File: config.mk
export PLATFORM = sky130hd
export DESIGN_NAME = check_fsm
export DESIGN_NICKNAME = d
export VERILOG_FILES = /design/src/source/pkt_check_pkg.sv /design/src/source/check_fsm.sv
export SDC_FILE = /design/constraint.sdc
export NUM_CORES = 1
export LEC_CHECK = 0
export BUFFER_PORTS_ARGS = -buffer_cell sky130_fd_sc_hd__buf_2
export CAP_MARGIN = 20
export CORE_MARGIN = 8
export CORE_UTILIZATION = 35
export CTS_CLUSTER_SIZE = 10
export DETAILED_ROUTE_END_ITERATION = 10
export HOLD_SLACK_MARGIN = 0.1
export PLACE_DENSITY_LB_ADDON = 0.25
export SLEW_MARGIN = 0
export SYNTH_ARGS = -nofsm -noshare
export SYNTH_HDL_FRONTEND = slang
export SYNTH_SLANG_ARGS = --single-unit
File: constraint.sdc
create_clock -name axis_packet_in -period 3.8 [get_ports axis_packet_in]
set_clock_uncertainty 0.05 [all_clocks]
set_input_delay 0.19 -clock axis_packet_in [delete_from_list [all_inputs] [get_ports axis_packet_in]]
set_output_delay 0.19 -clock axis_packet_in [all_outputs]
set_load 0.01 [all_outputs]
File: src/source/pkt_check_pkg.sv
// Shared types for the AXI-Stream packet checker
// Beat and result structs plus the verdict and FSM state encodings

package pkt_check_pkg;

    //////////////////////////////////////////////////////////////////////
    // Widths

    // Bytes carried by one stream beat
    localparam int data_bytes_max = 4;

    //////////////////////////////////////////////////////////////////////
    // Stream beat

    // Used for both received and expected beats
    typedef struct packed {
        logic [data_bytes_max*8-1:0] data;
        logic [data_bytes_max-1:0]   keep;
        logic                        last;
        logic                        dest;
    } axis_beat_t;

    //////////////////////////////////////////////////////////////////////
    // Packet verdict

    typedef enum logic [1:0] {
        MATCH,
        MISMATCH,
        UNEXPECTED
    } check_status_e;

    // One-cycle report per received packet
    typedef struct packed {
        logic          valid;
        check_status_e status;
        logic          dest;
        logic [7:0]    byte_len;
    } check_result_t;

    // Packet-level FSM states
    typedef enum logic [2:0] {
        IDLE,
        RECEIVE,
        DRAIN,
        SKIP,
        REPORT
    } check_state_e;

endpackage

File: src/source/check_fsm.sv
// Packet-level control for the checker
// Steers accept and pop, handles length mismatches and stalls, and raises the report

module check_fsm #(
    parameter int NUM_DESTS = 2
) (
    input  logic                         axis_packet_in,
    input  logic                         arst_n,
    input  logic                         rx_valid,
    input  pkt_check_pkg::axis_beat_t    rx_beat,
    input  logic                         head_valid,
    input  logic                         beat_ok,
    input  logic                         exp_last,
    input  logic                         packet_ok,
    input  logic                         expired,
    output logic                         rx_ready,
    output logic                         pop,
    output logic                         pop_dest,
    output logic                         compare_clear,
    output logic                         timer_enable,
    output logic                         timer_clear,
    output logic                         result_valid,
    output pkt_check_pkg::check_status_e result_status
);

    pkt_check_pkg::check_state_e  state;
    pkt_check_pkg::check_state_e  state_next;
    pkt_check_pkg::check_status_e verdict;
    pkt_check_pkg::check_status_e verdict_next;
    logic                         cur_dest;
    logic                         cur_dest_next;
    logic                         waiting;
    logic                         accept;
    logic                         dest_ok;

    //////////////////////////////////////////////////////////////////////
    // Handshake and strobes

    // First beat selects its own queue, later beats use the latched dest
    assign pop_dest = (state == pkt_check_pkg::IDLE) ? rx_beat.dest : cur_dest;
    assign dest_ok  = (int'(pop_dest) < NUM_DESTS);
    assign waiting  = (state == pkt_check_pkg::IDLE) || (state == pkt_check_pkg::RECEIVE);

    assign rx_ready = (waiting && head_valid) || (state == pkt_check_pkg::DRAIN);
    assign accept   = rx_valid && rx_ready;
    // One pop per compared beat; SKIP pops on its own
    assign pop      = (waiting && accept) || ((state == pkt_check_pkg::SKIP) && head_valid);

    assign timer_enable  = waiting && rx_valid && !head_valid;
    assign timer_clear   = !timer_enable;
    assign compare_clear = (state == pkt_check_pkg::REPORT);
    assign result_valid  = (state == pkt_check_pkg::REPORT);
    assign result_status = verdict;

    //////////////////////////////////////////////////////////////////////
    // Next state

    always_comb begin
        state_next    = state;
        verdict_next  = verdict;
        cur_dest_next = cur_dest;
        if ((state == pkt_check_pkg::IDLE) && rx_valid) begin
            cur_dest_next = rx_beat.dest;
        end
        case (state)
            pkt_check_pkg::IDLE, pkt_check_pkg::RECEIVE: begin
                if (accept) begin
                    if (rx_beat.last && exp_last) begin
                        state_next   = pkt_check_pkg::REPORT;
                        verdict_next = (packet_ok && beat_ok) ? pkt_check_pkg::MATCH
                                                              : pkt_check_pkg::MISMATCH;
                    end else if (rx_beat.last) begin
                        // Received packet is short
                        state_next   = pkt_check_pkg::SKIP;
                        verdict_next = pkt_check_pkg::MISMATCH;
                    end else if (exp_last) begin
                        // Received packet is long
                        state_next   = pkt_check_pkg::DRAIN;
                        verdict_next = pkt_check_pkg::MISMATCH;
                    end else begin
                        state_next = pkt_check_pkg::RECEIVE;
                    end
                end else if (rx_valid && (!dest_ok || expired)) begin
                    state_next   = pkt_check_pkg::DRAIN;
                    verdict_next = pkt_check_pkg::UNEXPECTED;
                end
            end
            pkt_check_pkg::DRAIN: begin
                if (accept && rx_beat.last) begin
                    state_next = pkt_check_pkg::REPORT;
                end
            end
            pkt_check_pkg::SKIP: begin
                if (pop && exp_last) begin
                    state_next = pkt_check_pkg::REPORT;
                end
            end
            default: begin
                state_next = pkt_check_pkg::IDLE;
            end
        endcase
    end

    always_ff @(posedge axis_packet_in or negedge arst_n) begin
        if (!arst_n) begin
            state    <= pkt_check_pkg::IDLE;
            verdict  <= pkt_check_pkg::MATCH;
            cur_dest <= 1'b0;
        end else begin
            state    <= state_next;
            verdict  <= verdict_next;
            cur_dest <= cur_dest_next;
        end
    end

    // Each report is a single-cycle pulse
    assert property (@(posedge axis_packet_in) disable iff (!arst_n)
        result_valid |=> !result_valid);

endmodule

# --- Yosys cells after proc, flatten, opt, wreduce, memory -nomap -nowiden ---
# Cells that the tools add are included.
word_totals:
  ff_bits: 6
  out_inout_bits: 9
  elab_cells: 48
classes:
  eq_ne: 8
  muxes: 15
  n_reduce_logical: 22
op_table:
  columns: ["operator", "n"]
  rows:
  - ["3-bit two-way mux", 5]
  - ["2-bit two-way mux", 7]
  - ["1-bit logical AND", 12]
  - ["3-bit case mux with 3 select lines", 1]
  - ["3-bit by 2-bit == test with 1-bit output, second input constant", 2]
  - ["3-bit AND reduction", 2]
  - ["2-bit by 1-bit != test with 1-bit output, second input constant", 2]
  - ["4-bit by 3-bit != test with 1-bit output, second input constant", 1]
  - ["3-bit by 1-bit == test with 1-bit output, second input constant", 1]
  - ["3-bit == test, second input constant", 1]
  - ["3-bit zero test", 1]
  - ["1-bit logical OR", 3]
  - ["3-bit != test, second input constant", 1]
  - ["1-bit zero test", 2]
  - ["1-bit two-way mux", 2]
  - ["2-bit nonzero test", 1]
  - ["2-bit OR reduction", 1]

# --- Longest topological paths before layout ---
logic_depth:
  depth_word: 10
  ltp_mapped: 5

# --- Worst setup path after synthesis ---
# Ideal clock, no wire load.
synth_path:
  path_type: "register -> output"
  startpoint: "register state[1]"
  endpoint: "output port timer_enable"
  t_arrival_ns: 1.352
  t_required_ns: 3.560
  path_slack_ns: 2.208
  path_stages_with_launch: 6
  n_path_buf: 2
  cell_sequence: "dfrtp_1 -> buf_6 -> or3b_1 -> buf_6 -> or2_1 -> inv_1"
synth_between:
  elab_chain_len: 4
  word_cells_on_any_way: 5
  classes_between: "eq/ne (1); reduce/logical (4)"
synth_rtl:
  columns: ["element", "line", "text"]
  rows:
  - ["start: declaration", "check_fsm.sv:26", "pkt_check_pkg::check_state_e state;"]
  - ["start signal: assignment", "check_fsm.sv:106", "state <= pkt_check_pkg::IDLE;"]
  - ["start signal: assignment", "check_fsm.sv:110", "state <= state_next;"]
  - ["3-bit by 1-bit == test with 1-bit output / 3-bit zero test (equally long branches)", "check_fsm.sv:42", "assign waiting = (state == pkt_check_pkg::IDLE) || (state == pkt_check_pkg::RECEIVE);"]
  - ["1-bit logical OR (*)", "check_fsm.sv:42", null]
  - ["1-bit logical AND (*) (2 in series)", "check_fsm.sv:49", "assign timer_enable = waiting && rx_valid && !head_valid;"]
  - ["end: declaration", "check_fsm.sv:20", "output logic timer_enable,"]
# Mark *: on every way between the ends. The rest lies on a longest branch, timed or not.

# --- Worst setup path after layout ---
# Ends and elaborated chain as after synthesis.

==> summary.txt <==
Status
  • Status: finished, final reports clean

Worst setup path
  • Crit path max-delay family: simple AND/OR/NAND/NOR gates
  • Worst Path Required: approximately 3.6 ns
  • Critical path class: reg -> out
  • R2r worst-path depth: 3
  • CP Max Fanout: 9
  • Reg2reg end: cur_dest
  • FF-to-FF Start: state[1]
  • Startpoint type of the worst setup path: register
  • Crit path depth: 4
  • Worst path cell trace: or3b_1 > or2_1 > inv_1 > buf_2
  • Worst path buffer plus inverter count: 2
  • Slowest CP cell: or3b_1
  • Reg2reg setup slack: 2.11 ns
  • Worst endpoint data arrival time: 1.71 ns
  • Crit. End Element: output port
  • Critical path's largest stage delay: 0.56 ns

Logic synthesis
  • Post-synthesis async set-or-reset flop share: 100%
  • Syn_area_per_cell: 9.68 µm²
  • Seq cells post-synth: 6
  • Syn Inst Count: 50
  • Number of synthesized flops with an enable pin: 0
  • Ys Warns: 0
  • Top post-synthesis cells by area: dfrtp_1 (31%), ha_1 (7.8%), buf_6 (4.7%), nor3_4 (3.4%), a2bb2oi_2 (3.1%)
  • Top_reg_cell synth: dfrtp_1
  • Sequential area share after synthesis: 31.0%
  • Syn_nets: 99
  • Synth top area share: 31.0%
  • Most frequent cells after synthesis: dfrtp_1 (6), inv_1 (4), nor2_1 (4)
  • Netlist cell types: 31
  • Mapped Area: around 480 µm²
  • Top-count cell post-synth: dfrtp_1
  • Dominant cell type by area after synthesis: dfrtp_1

Drt
  • DR iter-0 viols: 4
  • WL final: 1130 µm
  • First-pass DRT Iterations: 3
  • Via-per-instance ratio: 5.10
  • Via count: 428
  • DRC viols: 0
  • Final ANT Viol Nets: 0
  • WL per Instance: 13.5 µm

CTS
  • H-tree level count: 1
  • Worst-path clk slew: 0.04 ns
  • Clock sink count: 6
  • Clock buffer count from CTS: 3
  • Clock latency on the worst-skew pair: 0.24 ns
  • Root Buffer Master: clkbuf_4
  • Max Buffers Root-to-Sink: 2
  • Setup bufs post-CTS: 0
  • TritonCTS clock tree: yes

Worst hold path
  • Hold Crit Depth: 2
  • Worst hold path class: in -> reg
  • Hold worst-path end: cur_dest
  • HP Start: rx_beat[0]

Timing
  • Least-Margin Pin Slew: 0.308 ns
  • Fin worst setup slack: 1.85 ns
  • Max Clk Rate: 514 MHz
  • Endpoints failing setup: 0
  • Final slew viol count: 0
  • Setup_tns: 0 ns
  • Tmin final: a little under 2 ns
  • Hold Fails Final Rpt: 0
  • RSZ-0062 raised after global routing: no
  • Fin crit share: 51.2%
  • Relative slew slack: between 70% and 80%

Power
  • VDD IR max: roughly 0.18 mV
  • Power density over cell area: roughly 630 nW/µm²
  • Leak pwr: 0.312 nW

Floorplan
  • Rows: 13
  • Die Width: around 53 µm
  • Die ar.: between 2000 and 3000 µm²
  • Die height: 53.2 µm
  • I/O pins: 55
  • Core ar.: between 1000 and 1500 µm²
  • Starting Density: 37.2%

Finish
  • Layout cells sized above 1: 37.7%
  • Final net count: 120
  • Antenna Cells: 0
  • Area growth from synthesis to layout: 23.0%

Global routing
  • First-pass GRT wire length: 1990 µm
  • Largest net degree at the start of global routing: 10
  • Gr ovfl total: 0
  • Initial antenna violation count: 0
  • Number of global-route vias before repair: 472
  • Gr usage total: roughly a tenth

Job
  • MaxCap Viol Count: 0

Placed design
  • Worst slack, placed: 2.09 ns
  • PortBufs: 18
  • Post-DP HPWL: 946 µm
  • RePlAce Congestion: roughly 0.8
## sequential cells by signal (all words and copies together), names as in the netlist
name	flops
state	3
result_status	2
cur_dest	1
## per-layer routing
metal | share of wire (%) | GRT usage [%]
met5 | 0 | 0
met4 | 2.4 | 12.2
met3 | 5.7 | 3.08
met2 | 51 | 14.5
met1 | 41 | 10.6
## placed cells by master, fill, tap and decap left out
cell type      netlist  layout
nor4_1               1       1
nor3b_1              2       2
nor4b_2              1       1
o32ai_1              1       1
nor2b_1              2       2
o21ai_0              1       1
a211o_1              1       1
or3b_1               1       1
and2_1               1       1
nor3_4               1       1
clkbuf_4             0       3
nand3_1              1       1
dlygate4sd3_1        0       1
dfrtp_1              6       6
mux2_2               1       1
nor3_1               1       1
mux2_1               1       1
or3_1                1       1
o21ba_2              1       1
ha_1                 3       3
mux2i_1              1       1
inv_1                4       4
nand2_1              3       3
buf_2                0      18
a2bb2oi_2            1       1
and3_1               2       2
or2_1                1       1
a31oi_1              1       1
nand4b_1             1       1
and3b_1              1       1
nand4_1              1       1
nor2_1               4       4
## power by group
group          switching [mW]  internal [mW]
Sequential             0.0363         0.0934
Clock                  0.0210         0.0356
Combinational          0.0917         0.0984
Total                   0.149          0.227
## how the worst max path moves through the flow
stage	from	endpoint	slack, ns
5_1_grt	state[1]	timer_enable	1.72
2_1_floorplan	state[1]	timer_enable	2.21
4_1_cts	state[1]	timer_enable	1.83
6_report	state[1]	timer_enable	1.85
3_3_place_gp	state[1]	timer_enable	2.11
3_5_place_dp	state[1]	cur_dest	2.09
## logic make-up (layout without fill, tap and decap cells)
logic type                 after synthesis  in the layout  synth area share [%]
and+or+nand+nor                         25             25                  34.1
adders and majority gates                3              3                  7.75
AOI/OAI and AO/OA                        6              6                  11.1
DFF                                      6              6                  31.0
muxes                                    3              3                  6.72
buffers and inverters                    7             26                  9.30
## area by class of cell
class	instances	area, µm²
tap	15	18.8
timing repair buffer	19	100
sequential	6	150
fill	143	706
multi-input combinational	37	289
clock buffer	3	22.5
inverter	4	15.0
## through the flow
| stage | hold WS (ns) | util, % | power (mW) | cells | instance area, µm² |
|---|---|---|---|---|---|
| after floorplan | -0.156 | - | 0.274 | 50 | 484 |
| after global placement | -0.0351 | 43.3 | 0.318 | 80 | 563 |
| after detailed placement | -0.0326 | 43.3 | 0.325 | 80 | 563 |
| after CTS | 0.137 | 45.8 | 0.387 | 84 | 596 |
| after global routing | 0.139 | 45.8 | 0.417 | 84 | 596 |
| final | 0.144 | 45.8 | 0.376 | 84 | 596 |
## what timing repair did
action                                 in CTS  in global routing
endpoints found under the hold margin       6                  0
hold buffers                                1                  0
resized for setup                           0                  0
setup endpoints to repair                   0                  0
Note: power is estimated with default switching activity, not from simulation.
